## src/verilog/mmuPkg.sv

```systemverilog
`default_nettype none

package mmuPkg;

  // ====================================================================
  // sizes
  // ====================================================================
  localparam int tlbEntries   = 8;
  localparam int tlbIndexBits = 3;
  // va/pa bits 31:10 kept per entry
  localparam int tagBits      = 22;

  // walker states
  typedef enum logic [3:0] {
    ready,
    lookup,
    l1Fetch,
    coarseFetch,
    fineFetch,
    translate,
    faultReport
  } walkStateT;

  // page size of one translation
  typedef enum logic [1:0] {
    pageSection,
    pageLarge,
    pageSmall,
    pageTiny
  } pageSizeT;

  // ====================================================================
  // descriptor and fault codes
  // ====================================================================
  // first level type bits [1:0]
  localparam logic [1:0] descFault   = 2'b00;
  localparam logic [1:0] descCoarse  = 2'b01;
  localparam logic [1:0] descSection = 2'b10;
  localparam logic [1:0] descFine    = 2'b11;
  // second level type bits, 00 is descFault again
  localparam logic [1:0] descLarge   = 2'b01;
  localparam logic [1:0] descSmall   = 2'b10;
  localparam logic [1:0] descTiny    = 2'b11;

  // FSR status values
  localparam logic [3:0] fsrSectionFault = 4'b0101;
  localparam logic [3:0] fsrPageFault    = 4'b0111;

  // tag bits that belong to the page base for a given size
  function automatic logic [tagBits-1:0] pageMask(input pageSizeT size);
    case (size)
      pageSection: pageMask = {{12{1'b1}}, {10{1'b0}}};
      pageLarge:   pageMask = {{16{1'b1}}, {6{1'b0}}};
      pageSmall:   pageMask = {{20{1'b1}}, {2{1'b0}}};
      default:     pageMask = {tagBits{1'b1}};
    endcase
  endfunction

endpackage

`default_nettype wire

```

## src/verilog/tableWalker.sv

```systemverilog
`default_nettype none

module tableWalker (
  input  logic              clk,
  input  logic              reset,
  input  logic              mmuEnable,
  input  logic              cpuRequest,
  input  logic              dataAccess,
  input  logic              tlbHit,
  input  logic              busReady,
  input  logic [31:0]       busRData,
  output mmuPkg::walkStateT state,
  output logic              busy,
  output logic              busRequest,
  output logic              tlbWrite,
  output logic              paReady,
  output logic              prefetchAbort,
  output logic              dataAbort,
  output logic              faultWrite,
  output logic [3:0]        faultCode
);

  import mmuPkg::*;

  walkStateT  nextState;
  logic       accept;
  logic       busDone;
  logic       isData;
  logic [1:0] descType;

  // ====================================================================
  // handshake terms
  // ====================================================================
  // strobe only taken while idle
  assign accept   = cpuRequest && (state == ready);
  // type bits of whatever descriptor is on the bus
  assign descType = busRData[1:0];
  // descriptor transfer completes this cycle
  assign busDone  = busRequest && busReady;

  // state register
  always_ff @(posedge clk, posedge reset) begin
    if (reset) begin
      state <= ready;
    end else begin
      state <= nextState;
    end
  end

  // access kind and fault code, only read after acceptance
  always_ff @(posedge clk) begin
    if (accept)
      isData <= dataAccess;
    // first level fault is a section fault, anything later a page fault
    if (busDone && (descType == descFault))
      faultCode <= (state == l1Fetch) ? fsrSectionFault : fsrPageFault;
  end

  // ====================================================================
  // next state
  // ====================================================================
  always_comb begin
    nextState = state;
    case (state)
      ready: begin
        if (accept)
          nextState = lookup;
      end
      lookup: begin
        // flat mapping or TLB hit ends here
        if (!mmuEnable || tlbHit)
          nextState = ready;
        else
          nextState = l1Fetch;
      end
      l1Fetch: begin
        // busReady low just holds us here
        if (busReady) begin
          case (descType)
            descCoarse:  nextState = coarseFetch;
            descSection: nextState = translate;
            descFine:    nextState = fineFetch;
            default:     nextState = faultReport;
          endcase
        end
      end
      coarseFetch, fineFetch: begin
        // any nonzero second level type is a page
        if (busReady) begin
          if (descType == descFault)
            nextState = faultReport;
          else
            nextState = translate;
        end
      end
      translate:   nextState = ready;
      faultReport: nextState = ready;
      default:     nextState = ready;
    endcase
  end

  // ====================================================================
  // outputs
  // ====================================================================
  assign busy       = (state != ready);
  assign busRequest = (state == l1Fetch) || (state == coarseFetch) || (state == fineFetch);

  // one cycle in translate fills the TLB
  assign tlbWrite = (state == translate);

  // hit/flat result in lookup, walked result in translate
  assign paReady = ((state == lookup) && (!mmuEnable || tlbHit)) || (state == translate);

  // data faults go to FSR/FAR, instruction faults only abort
  assign dataAbort     = (state == faultReport) && isData;
  assign faultWrite    = (state == faultReport) && isData;
  assign prefetchAbort = (state == faultReport) && !isData;

endmodule

`default_nettype wire

```

## src/verilog/walkAddrGen.sv

```systemverilog
`default_nettype none

module walkAddrGen (
  input  logic                       clk,
  input  logic                       reset,
  input  mmuPkg::walkStateT          state,
  input  logic                       cpuRequest,
  input  logic                       busy,
  input  logic [31:0]                cpuAddr,
  input  logic [17:0]                tBase,
  input  logic [31:0]                busRData,
  input  logic                       busReady,
  input  logic [mmuPkg::tagBits-1:0] hitPhysTag,
  input  mmuPkg::pageSizeT           hitSize,
  input  logic                       mmuEnable,
  output logic [31:0]                virtAddr,
  output logic [31:0]                busAddr,
  output logic [31:0]                physAddr,
  output logic [mmuPkg::tagBits-1:0] fillPhysTag,
  output mmuPkg::pageSizeT           fillSize
);

  import mmuPkg::*;

  logic [31:0] desc;
  logic        secondLevel;
  logic        fetching;

  assign fetching = (state == l1Fetch) || (state == coarseFetch) || (state == fineFetch);

  // page base over the low virtual bits
  function automatic logic [31:0] mergeAddr(input logic [tagBits-1:0] tag,
                                            input pageSizeT size,
                                            input logic [31:0] va);
    logic [tagBits-1:0] mask;
    mask = pageMask(size);
    mergeAddr = {(tag & mask) | (va[31:10] & ~mask), va[9:0]};
  endfunction

  // va on accepted strobe, descriptor on each completed fetch
  always_ff @(posedge clk) begin
    if (cpuRequest && !busy)
      virtAddr <= cpuAddr;
    if (fetching && busReady)
      desc <= busRData;
  end

  // remembers whether desc came from a second level table
  always_ff @(posedge clk, posedge reset) begin
    if (reset)
      secondLevel <= 1'b0;
    else if (fetching && busReady)
      secondLevel <= (state != l1Fetch);
  end

  // descriptor address per fetch state
  always_comb begin
    case (state)
      coarseFetch: busAddr = {desc[31:10], virtAddr[19:12], 2'b00};
      fineFetch:   busAddr = {desc[31:12], virtAddr[19:10], 2'b00};
      default:     busAddr = {tBase, virtAddr[31:20], 2'b00};
    endcase
  end

  // page size for the fill, coarse type 11 taken as tiny
  always_comb begin
    if (!secondLevel) begin
      fillSize = pageSection;
    end else begin
      case (desc[1:0])
        descLarge: fillSize = pageLarge;
        descSmall: fillSize = pageSmall;
        default:   fillSize = pageTiny;
      endcase
    end
  end

  // bits below the page size get masked on use
  assign fillPhysTag = desc[31:10];

  // walked result, TLB result, or flat copy
  always_comb begin
    if (state == translate)
      physAddr = mergeAddr(fillPhysTag, fillSize, virtAddr);
    else if (mmuEnable)
      physAddr = mergeAddr(hitPhysTag, hitSize, virtAddr);
    else
      physAddr = virtAddr;
  end

endmodule

`default_nettype wire

```

## src/verilog/tlb.sv

```systemverilog
`default_nettype none

module tlb (
  input  logic                       clk,
  input  logic                       reset,
  input  logic [31:0]                virtAddr,
  input  logic                       tlbWrite,
  input  logic                       tlbFlush,
  input  logic [mmuPkg::tagBits-1:0] fillPhysTag,
  input  mmuPkg::pageSizeT           fillSize,
  output logic                       tlbHit,
  output logic [mmuPkg::tagBits-1:0] hitPhysTag,
  output mmuPkg::pageSizeT           hitSize
);

  import mmuPkg::*;

  // ====================================================================
  // entry storage
  // ====================================================================
  logic [tlbEntries-1:0]   valid;
  logic [tagBits-1:0]      virtTag [tlbEntries];
  logic [tagBits-1:0]      physTag [tlbEntries];
  pageSizeT                sizes   [tlbEntries];
  logic [tlbIndexBits-1:0] fillPtr;
  logic [tlbEntries-1:0]   match;

  // valid bits and round robin pointer
  always_ff @(posedge clk, posedge reset) begin
    if (reset) begin
      valid   <= '0;
      fillPtr <= '0;
    end else if (tlbFlush) begin
      // flush wins, write dropped, pointer kept
      valid <= '0;
    end else if (tlbWrite) begin
      valid[fillPtr] <= 1'b1;
      fillPtr        <= fillPtr + 1'b1;
    end
  end

  // tags and size of the entry under the pointer
  always_ff @(posedge clk) begin
    if (tlbWrite && !tlbFlush) begin
      virtTag[fillPtr] <= virtAddr[31:10];
      physTag[fillPtr] <= fillPhysTag;
      sizes[fillPtr]   <= fillSize;
    end
  end

  // ====================================================================
  // lookup
  // ====================================================================
  // compare only the bits above the entry's page size
  always_comb begin
    for (int i = 0; i < tlbEntries; i++) begin
      match[i] = valid[i] &&
                 (((virtTag[i] ^ virtAddr[31:10]) & pageMask(sizes[i])) == '0);
    end
  end

  // lowest matching entry wins
  always_comb begin
    tlbHit     = 1'b0;
    hitPhysTag = '0;
    hitSize    = pageSection;
    for (int i = 0; i < tlbEntries; i++) begin
      if (match[i] && !tlbHit) begin
        tlbHit     = 1'b1;
        hitPhysTag = physTag[i];
        hitSize    = sizes[i];
      end
    end
  end

endmodule

`default_nettype wire

```

## src/verilog/faultRegs.sv

```systemverilog
`default_nettype none

module faultRegs (
  input  logic        clk,
  input  logic        reset,
  input  logic        faultWrite,
  input  logic [3:0]  faultCode,
  input  logic [31:0] virtAddr,
  output logic [3:0]  fsr,
  output logic [31:0] far
);

  // ====================================================================
  // CP15 fault status / fault address
  // ====================================================================
  // only data aborts write here, prefetch aborts leave both alone

  // status code
  always_ff @(posedge clk, posedge reset) begin
    if (reset) begin
      fsr <= '0;
    end else if (faultWrite) begin
      // section or page translation fault
      fsr <= faultCode;
    end
  end

  // faulting virtual address
  always_ff @(posedge clk, posedge reset) begin
    if (reset) begin
      far <= '0;
    end else if (faultWrite) begin
      // va still held from the accepted request
      far <= virtAddr;
    end
  end

endmodule

`default_nettype wire

```

## src/verilog/mmuTop.sv

```systemverilog
`default_nettype none

module mmuTop (
  input  logic        clk,
  input  logic        reset,
  // cpu side
  input  logic        mmuEnable,
  input  logic        tlbFlush,
  input  logic        cpuRequest,
  input  logic [31:0] cpuAddr,
  input  logic        dataAccess,
  input  logic [17:0] tBase,
  output logic        busy,
  output logic        paReady,
  output logic [31:0] physAddr,
  output logic        prefetchAbort,
  output logic        dataAbort,
  output logic [3:0]  fsr,
  output logic [31:0] far,
  // descriptor read bus
  output logic        busRequest,
  output logic [31:0] busAddr,
  input  logic [31:0] busRData,
  input  logic        busReady
);

  import mmuPkg::*;

  walkStateT          state;
  logic               tlbHit;
  logic               tlbWrite;
  logic               faultWrite;
  logic [3:0]         faultCode;
  logic [31:0]        virtAddr;
  logic [tagBits-1:0] hitPhysTag;
  logic [tagBits-1:0] fillPhysTag;
  pageSizeT           hitSize;
  pageSizeT           fillSize;

  // ====================================================================
  // control
  // ====================================================================
  tableWalker walker (
    .clk(clk), .reset(reset), .mmuEnable(mmuEnable), .cpuRequest(cpuRequest),
    .dataAccess(dataAccess), .tlbHit(tlbHit), .busReady(busReady),
    .busRData(busRData), .state(state), .busy(busy), .busRequest(busRequest),
    .tlbWrite(tlbWrite), .paReady(paReady), .prefetchAbort(prefetchAbort),
    .dataAbort(dataAbort), .faultWrite(faultWrite), .faultCode(faultCode)
  );

  // ====================================================================
  // datapath
  // ====================================================================
  // addresses for bus and cpu
  walkAddrGen addrGen (
    .clk(clk), .reset(reset), .state(state), .cpuRequest(cpuRequest),
    .busy(busy), .cpuAddr(cpuAddr), .tBase(tBase), .busRData(busRData),
    .busReady(busReady), .hitPhysTag(hitPhysTag), .hitSize(hitSize),
    .mmuEnable(mmuEnable), .virtAddr(virtAddr), .busAddr(busAddr),
    .physAddr(physAddr), .fillPhysTag(fillPhysTag), .fillSize(fillSize)
  );

  // translation cache
  tlb tlbArray (
    .clk(clk), .reset(reset), .virtAddr(virtAddr), .tlbWrite(tlbWrite),
    .tlbFlush(tlbFlush), .fillPhysTag(fillPhysTag), .fillSize(fillSize),
    .tlbHit(tlbHit), .hitPhysTag(hitPhysTag), .hitSize(hitSize)
  );

  // FSR/FAR
  faultRegs faults (
    .clk(clk), .reset(reset), .faultWrite(faultWrite), .faultCode(faultCode),
    .virtAddr(virtAddr), .fsr(fsr), .far(far)
  );

endmodule

`default_nettype wire

```

## config.mk

```make
export PLATFORM = sky130hd
export DESIGN_NAME = mmuTop
export DESIGN_NICKNAME = d
export VERILOG_FILES = /design/src/verilog/mmuPkg.sv /design/src/verilog/tableWalker.sv /design/src/verilog/walkAddrGen.sv /design/src/verilog/tlb.sv /design/src/verilog/faultRegs.sv /design/src/verilog/mmuTop.sv
export SDC_FILE = /design/constraint.sdc
export NUM_CORES = 1
export LEC_CHECK = 0
export ABC_AREA = 1
export BUFFER_PORTS_ARGS = -buffer_cell sky130_fd_sc_hd__buf_2
export CAP_MARGIN = 0
export CORE_MARGIN = 8
export CORE_UTILIZATION = 61
export CTS_CLUSTER_DIAMETER = 100
export DETAILED_ROUTE_END_ITERATION = 10
export GPL_TIMING_DRIVEN = 0
export HOLD_SLACK_MARGIN = 0.12
export MAX_ROUTING_LAYER = met4
export PLACE_DENSITY = 0.9
export SETUP_SLACK_MARGIN = 0.02
export SYNTH_ARGS = -nofsm -noshare
export SYNTH_HDL_FRONTEND = slang
export SYNTH_SLANG_ARGS = --single-unit
```

## constraint.sdc

```tcl
create_clock -name clk -period 11.5 [get_ports clk]
set_input_delay 1.15 -clock clk [delete_from_list [all_inputs] [get_ports clk]]
set_output_delay 1.15 -clock clk [all_outputs]
set_load 0.03 [all_outputs]
```

==> impl_metrics.env, run 1 <==
export IMPL_outcome="finished clean"
export IMPL_vdd_drop_max_uv=158
export IMPL_ys_ff_latch=475
export IMPL_hold_buffers=0
export IMPL_avgSynthCellArea_sq_um=10.1
export IMPL_track_usage=0.331
export IMPL_viasPerCell=6.06
export IMPL_timing_rr_start="walker.state[0]$_DFFE_PP0P_"
export IMPL_drtPass1Iterations=6
export IMPL_slew_headroom=0.198
export IMPL_dpl_hpwl_um=50000
export IMPL_row_count=70
export IMPL_path_max_fanout=10
export IMPL_grt_start_max_net_pins=35
export IMPL_hold_violations=0
export IMPL_synth_area_leader_cell="edfxtp_1"
export IMPL_vias=18202
export IMPL_ys_warn_count=0
export IMPL_end_kind="output pin"
export IMPL_place_ws_ns=6.33
export IMPL_ctsResizeCount=0
export IMPL_r2r_slack_ns=7.94
export IMPL_timing_final_crit_share=0.515
export IMPL_cts_sinks=475
export IMPL_synthArstFlopShare=0.103
export IMPL_hold_path_class="flip-flop to flip-flop"
export IMPL_overflow=0
export IMPL_cts_setup_buffers=0
export IMPL_grt_setup_unrepaired="no"
export IMPL_final_cell_mix="nand2_1 (634), edfxtp_1 (426), nor2_1 (201)"
export IMPL_synth_top_area_frac=0.565
export IMPL_max_cap_violations=0
export IMPL_grt_pass1_wl_um=106000
export IMPL_mostFrequentLayoutCell="nand2_1"
export IMPL_areaGrowthSynthToFinish_pct=15.0
export IMPL_initial_core_util=0.618
export IMPL_fin_util=0.711
export IMPL_worst_slew_pin_slew_ns=1.20
export IMPL_clk_path_buf_depth=3
export IMPL_cts_tree="built"
export IMPL_period_needed_ns=5.92
export IMPL_antenna_left=0
export IMPL_drc=0
export IMPL_rr_worst_depth=11
export IMPL_ys_seq_area_frac=0.619
export IMPL_setup_tns_final_ns=0
export IMPL_holdPathEnd="faults.fsr[1]$_DFFE_PP0P_"
export IMPL_worstReg2RegEnd="tlbArray.physTag[4][6]$_DFFE_PP_"
export IMPL_coreArea_sq_um=36600
export IMPL_wirelength_um=71300
export IMPL_io_pins=194
export IMPL_cp_required_ns=10.35
export IMPL_synth_distinct_cells=59
export IMPL_p_leak_uw=0.0107
export IMPL_io_buffers=181
export IMPL_drive_gt1_frac=0.167
export IMPL_cts_buffers=48
export IMPL_clkTransAtPathRegs_ns=0.06
export IMPL_synth_edf_count=426
export IMPL_fin_area_sq_um=26000
export IMPL_gp_congestion=0.963
export IMPL_final_max_slew_viol_count=0
export IMPL_grt_pass1_vias=18186
export IMPL_final_setup_viol_count=0
export IMPL_critPathArrivalTime_ns=4.77
export IMPL_die_w_um=209
export IMPL_synth_area_sq_um=22600
export IMPL_ys_flop_type="edfxtp_1"
export IMPL_power_density_nw_per_um2=191
export IMPL_synth_area_leaders="edfxtp_1 (57%), nand2_1 (11%), dfrtp_1 (5.4%), nor2_1 (3.5%), inv_1 (3.1%)"
export IMPL_start_kind="flip-flop"
export IMPL_die_y_um=209
export IMPL_wire_per_inst_um=23.7
export IMPL_fin_worst_skew_ns=0.0208
export IMPL_min_delay_start="walker.faultCode[1]$_DFFE_PP_"
export IMPL_worst_slack_ns=5.58
export IMPL_h_tree_depth=2
export IMPL_clk_latency_ns=0.61
export IMPL_synthCells=2250
export IMPL_hold_depth=2
export IMPL_fmax_ghz=0.169
export IMPL_num_nets_final=2586
export IMPL_dieArea_sq_um=43500
export IMPL_path_class="flip-flop to output pin"
export IMPL_drt_iter0_drc=2446
export IMPL_antenna_found_initial=1
export IMPL_cts_root_buf="clkbuf_16"
export IMPL_dpl_instance_area_sq_um=24400
## registers in the layout, summed over array words and instances (netlist names)
register and count:
tlbArray.sizes 16, walker.isData 1, tlbArray.valid 8, tlbArray.virtTag 176, walker.faultCode 1, walker.state 3, addrGen.secondLevel 1, addrGen.desc 24
faults.far 32, addrGen.virtAddr 32, tlbArray.fillPtr 3, tlbArray.physTag 176, faults.fsr 2
## kinds of logic after synthesis
kind of cell | count (synthesis) | share of synthesized area
xor+xnor | 85 | 0.0329
flops | 475 | 0.619
other cells | 1 | 0.000166
compound gates | 236 | 0.0600
fa+ha+maj | 4 | 0.00221
simple gates | 1150 | 0.225
buf+inv | 299 | 0.0606
## cell type report
| type | count | area, sq um |
|---|---|---|
| flip-flops and latches | 475 | 14000 |
| fillers | 2522 | 10600 |
| multi-input cells | 1478 | 7320 |
| clock buffers | 68 | 1410 |
| repair buffers | 191 | 1110 |
| inverters | 212 | 806 |
| well taps | 468 | 586 |
| plain buffers | 87 | 566 |
| clock inverters | 22 | 223 |
| diodes | 2 | 5.00 |
## synthesized netlist by cell type (all sizes together), types with 9 or more instances
cell / number
nand4: 60
nand2: 644
nand3b: 18
clkbuf: 24
nor3: 22
dfrtp: 49
o22ai: 11
buf: 63
nor4: 18
xnor2: 53
inv: 212
or2: 28
o211ai: 9
a21oi: 88
xor2: 32
nand3: 127
edfxtp: 426
o21ai: 89
nor2: 222
o221ai: 10
## per-stage QoR
step                      hold WS [ns]  power, uW  std cells
after floorplan                  0.418       2900       2252
after global placement           0.452       3310       2901
after detailed placement         0.449       3370       2911
after CTS                        0.473       4960       3001
after global routing             0.491       5120       3002
final                            0.474       4980       3003
## worst max-delay path by stage
stage                                               from                                to  slack, ns  cells after the start
final                     addrGen.virtAddr[22]$_DFFE_PP_                      physAddr[29]       5.58                     18
after detailed placement  addrGen.virtAddr[22]$_DFFE_PP_                      physAddr[29]       6.33                     18
after global placement                          tlbFlush  tlbArray.physTag[2][8]$_DFFE_PP_       5.15                      6
after global routing      addrGen.virtAddr[21]$_DFFE_PP_                      physAddr[28]       5.47                     17
after CTS                 addrGen.virtAddr[22]$_DFFE_PP_                      physAddr[29]       5.69                     18
after floorplan                                 tlbFlush  tlbArray.physTag[0][0]$_DFFE_PP_       7.05                      6
## critical path, stage by stage, from the launching register on
cell,delay [ns]
edfxtp_1,0.75
buf_4,0.39
inv_2,0.18
nand2_1,0.10
nand2_1,0.09
nor2_1,0.11
nand2_1,0.06
nor2_1,0.30
nand4_2,0.31
nand3_4,0.19
nor2_8,0.06
nand4_4,0.09
nor2_4,0.05
inv_1,0.22
clkbuf_1,0.41
o21ai_0,0.19
a21oi_1,0.24
o22a_1,0.19
buf_2,0.21
## per-layer routing
layer	global-route usage	up-vias	share of wire
li1	-	8108	-
met1	0.389	8574	0.35
met2	0.525	1216	0.47
met3	0.0630	304	0.11
met4	0.210	0	0.070
met5	-	-	0
## power by group
part	total, uW	internal, uW	switching [uW]	leakage, uW
logic	1160	307	849	0.00545
clock network	1620	928	689	0.000793
registers	2210	2060	146	0.00449
(Power assumes the default switching activity.)
==> run 2: changes to the inputs <==
--- a/config.mk
+++ b/config.mk
@@ -5,17 +5,17 @@
 export SDC_FILE = /design/constraint.sdc
 export NUM_CORES = 1
 export LEC_CHECK = 0
-export ABC_AREA = 1
+export ABC_AREA = 0
 export BUFFER_PORTS_ARGS = -buffer_cell sky130_fd_sc_hd__buf_2
 export CAP_MARGIN = 0
 export CORE_MARGIN = 8
-export CORE_UTILIZATION = 61
+export CORE_UTILIZATION = 53
 export CTS_CLUSTER_DIAMETER = 100
 export DETAILED_ROUTE_END_ITERATION = 10
 export GPL_TIMING_DRIVEN = 0
 export HOLD_SLACK_MARGIN = 0.12
 export MAX_ROUTING_LAYER = met4
-export PLACE_DENSITY = 0.9
+export PLACE_DENSITY = 0.84
 export SETUP_SLACK_MARGIN = 0.02
 export SYNTH_ARGS = -nofsm -noshare
 export SYNTH_HDL_FRONTEND = slang
==> constraint.sdc (replaced) <==
create_clock -name clk -period 4.84 [get_ports clk]
set_input_delay 0.484 -clock clk [delete_from_list [all_inputs] [get_ports clk]]
set_output_delay 0.484 -clock clk [all_outputs]
set_load 0.03 [all_outputs]
==> impl_metrics.env, run 2 <==
export IMPL_timing_final_crit_share=0.989
export IMPL_vias=14229
export IMPL_die_y_um=211
export IMPL_mostFrequentLayoutCell="edfxtp_1"
export IMPL_dpl_hpwl_um=37200
export IMPL_antenna_left=0
export IMPL_crit_chain="buf_4 > xor2_1 > nor4_1 > and3_1 > and4b_1 > nand4b_4 > nor3_2 > buf_4 > a222oi_1 > nand2_1 > o22ai_1 > o21ai_1 > buf_4"
export IMPL_fin_worst_skew_ns=0.0195
export IMPL_grt_pass1_vias=14241
export IMPL_grt_start_max_net_pins=35
export IMPL_synthArstFlopShare=0.103
export IMPL_fin_area_sq_um=25200
export IMPL_ys_ff_latch=475
export IMPL_io_buffers=182
export IMPL_drtPass1Iterations=8
export IMPL_total_power_uw=12200
export IMPL_vdd_drop_max_uv=278
export IMPL_h_tree_depth=2
export IMPL_antenna_found_initial=2
export IMPL_synth_distinct_cells=77
export IMPL_grt_setup_unrepaired="yes"
export IMPL_p_leak_uw=0.00933
export IMPL_multiInputGateArea_sq_um=5980
export IMPL_slowest_stage="and4b_1"
export IMPL_cp_required_ns=4.36
export IMPL_critical_path_max_stage_delay_ns=0.57
export IMPL_io_pins=194
export IMPL_p_comb_frac=0.252
export IMPL_post_synth_top_count_cell="edfxtp_1"
export IMPL_ff_latch_area_sq_um=14000
export IMPL_clkPwrFrac=0.317
export IMPL_path_max_fanout=9
export IMPL_final_cell_mix="edfxtp_1 (426), nand2_1 (205), buf_2 (186)"
export IMPL_cts_root_buf="clkbuf_16"
export IMPL_viasPerCell=6.05
export IMPL_initial_core_util=0.537
export IMPL_die_w_um=211
export IMPL_dpl_cell_count=2153
export IMPL_dieArea_sq_um=44400
export IMPL_cts_buffers=46
export IMPL_overflow=0
export IMPL_dpl_instance_area_sq_um=22100
export IMPL_synth_area_leaders="edfxtp_1 (64%), dfrtp_1 (6.1%), xnor2_1 (5.5%), nand2_1 (3.8%), xor2_1 (2.1%)"
export IMPL_finalNonFillerCells=2351
export IMPL_outcome="finished clean"
export IMPL_largestRegisters="tlbArray.physTag: 176 flops, tlbArray.virtTag: 176 flops"
export IMPL_wirelength_um=58600
export IMPL_swShare=0.323
export IMPL_ys_warn_count=0
export IMPL_row_count=71
export IMPL_clk_latency_ns=0.57
export IMPL_hold_path_class="input port to flip-flop"
export IMPL_track_usage=0.264
export IMPL_synth_area_sq_um=20100
export IMPL_path_class="flip-flop to output pin"
export IMPL_power_frac_seq=0.430
export IMPL_clk_path_buf_depth=3
export IMPL_grt_pass1_wl_um=86100
export IMPL_ys_flop_type="edfxtp_1"
export IMPL_clkTransAtPathRegs_ns=0.07
export IMPL_power_internal_uw=8270
export IMPL_synthCells=1433
export IMPL_worst_slack_ns=0.0513
export IMPL_areaGrowthSynthToFinish_pct=25.1
export IMPL_gp_congestion=0.921
export IMPL_wire_per_inst_um=24.9
export IMPL_synth_edf_count=426
export IMPL_slew_headroom=0.229
export IMPL_drive_gt1_frac=0.263
export IMPL_ys_seq_area_frac=0.697
export IMPL_ys_top_cells_by_count="edfxtp_1 (426), nand2_1 (206), xnor2_1 (126)"
export IMPL_drt_iter0_drc=1830
export IMPL_nFillCells=2479
export IMPL_start_kind="flip-flop"
export IMPL_end_kind="output pin"
export IMPL_synth_area_leader_cell="edfxtp_1"
export IMPL_critPathArrivalTime_ns=4.30
export IMPL_final_max_slew_viol_count=0
export IMPL_final_setup_viol_count=0
export IMPL_drc=0
export IMPL_cts_sinks=475
export IMPL_synth_top_area_frac=0.636
export IMPL_num_nets_final=1892
export IMPL_p_sw_uw=3950
export IMPL_cts_tree="built"
export IMPL_path_common_cell="buf_4"
export IMPL_hold_violations=0
export IMPL_coreArea_sq_um=37500
export IMPL_fmax_ghz=0.209
export IMPL_max_cap_violations=0
export IMPL_place_ws_ns=-0.336
export IMPL_period_needed_ns=4.79
export IMPL_power_density_nw_per_um2=486
export IMPL_worst_slew_pin_slew_ns=1.16
export IMPL_avgSynthCellArea_sq_um=14.0
export IMPL_fin_hold_ws_ns=0.153
==> run 2: changes by cell type after synthesis, moves of 23 or more <==
cell,change
nand2_1,-428
nand4_1,-23
nand3_1,-97
nor2_1,-171
xnor2_1,+73
a21oi_1,-53
o21ai_0,-34
mux2_2,+23
o22ai_1,+24
inv_1,-160
==> run 2: cells by family (layout without fill, tap and decap cells) <==
family                   after synthesis  in the layout  synth area share
AND/OR/NAND/NOR                      391            391            0.0941
multiplexers                          32             32            0.0174
XOR/XNOR                             175            175            0.0762
adder cells (fa/ha/maj)                4              4           0.00249
AO/OA/AOI/OAI                        247            247            0.0863
flip-flops                           475            475             0.697
other                                  1              6          0.000186
buffers and inverters                108            510            0.0266
==> run 2: critical path, delay by kind of cell, from the launching register on <==
kind	cells	cell delay, ns
AND/OR/NAND/NOR	6	1.90
AO/OA/AOI/OAI	3	0.61
flip-flops	1	0.46
XOR/XNOR	1	0.15
buffers and inverters	3	0.61
==> run 2: path summary, 6_finish.rpt <==
check / slack, ns / endpoint / start / cells after the start
setup / recovery: 0.05 / physAddr[22] / addrGen.virtAddr[30]$_DFFE_PP_ / 13
min in group asynchronous: 0.48 / faults.far[14]$_DFFE_PP0P_ / reset / 3
max in group asynchronous: 3.81 / tlbArray.valid[0]$_DFFE_PP0P_ / reset / 4
setup reg to reg: 1.35 / tlbArray.virtTag[3][2]$_DFFE_PP_ / walker.state[2]$_DFFE_PP0P_ / 6
hold reg to reg: 0.48 / faults.far[25]$_DFFE_PP0P_ / faults.far[25]$_DFFE_PP0P_ / 2
hold / removal: 0.15 / addrGen.desc[1]$_DFFE_PP_ / busRData[1] / 1
==> run 2: power by group through the flow <==
stage	registers, uW	clock network [uW]	logic (uW)
finish	5260	3880	3090
global route	5290	4040	3230
CTS	5250	3880	3000
detailed placement	5430	0	2720
global placement	5420	0	2610
floorplan	5550	0	1530
==> run 2: timing repair <==
| action | 4_1_cts | 5_1_grt |
|---|---|---|
| setup endpoints to repair | 22 | 22 |
| pin swaps | 9 | 14 |
| hold endpoints to repair | 69 | 0 |
| gates resized for setup | 46 | 53 |
| hold buffers | 55 | 0 |
| gates cloned | 0 | 1 |
| buffers inserted | 38 | 18 |
==> run 2: per-stage QoR <==
| stage | setup TNS, ns | utilization |
|---|---|---|
| floorplan | -21.83 | - |
| global placement | -732.13 | 0.579 |
| detailed placement | -2.93 | 0.590 |
| CTS | 0 | 0.662 |
| global route | -0.265 | 0.671 |
| finish | 0 | 0.671 |
==> run 2: area by class of cell <==
class,instances,share of cell area
flip-flops and latches,475,0.557
multi-input cells,852,0.238
repair buffers,319,0.0909
clock buffers,67,0.0546
well taps,511,0.0254
plain buffers,75,0.0187
clock inverters,19,0.0109
inverters,30,0.00448
diodes,3,0.000298
==> run 2: layer usage <==
metal,vias up,share of wire,global-route usage
li1,6112,-,-
met1,7010,0.37,0.324
met2,934,0.49,0.433
met3,173,0.093,0.0389
met4,0,0.047,0.118
met5,-,0,-
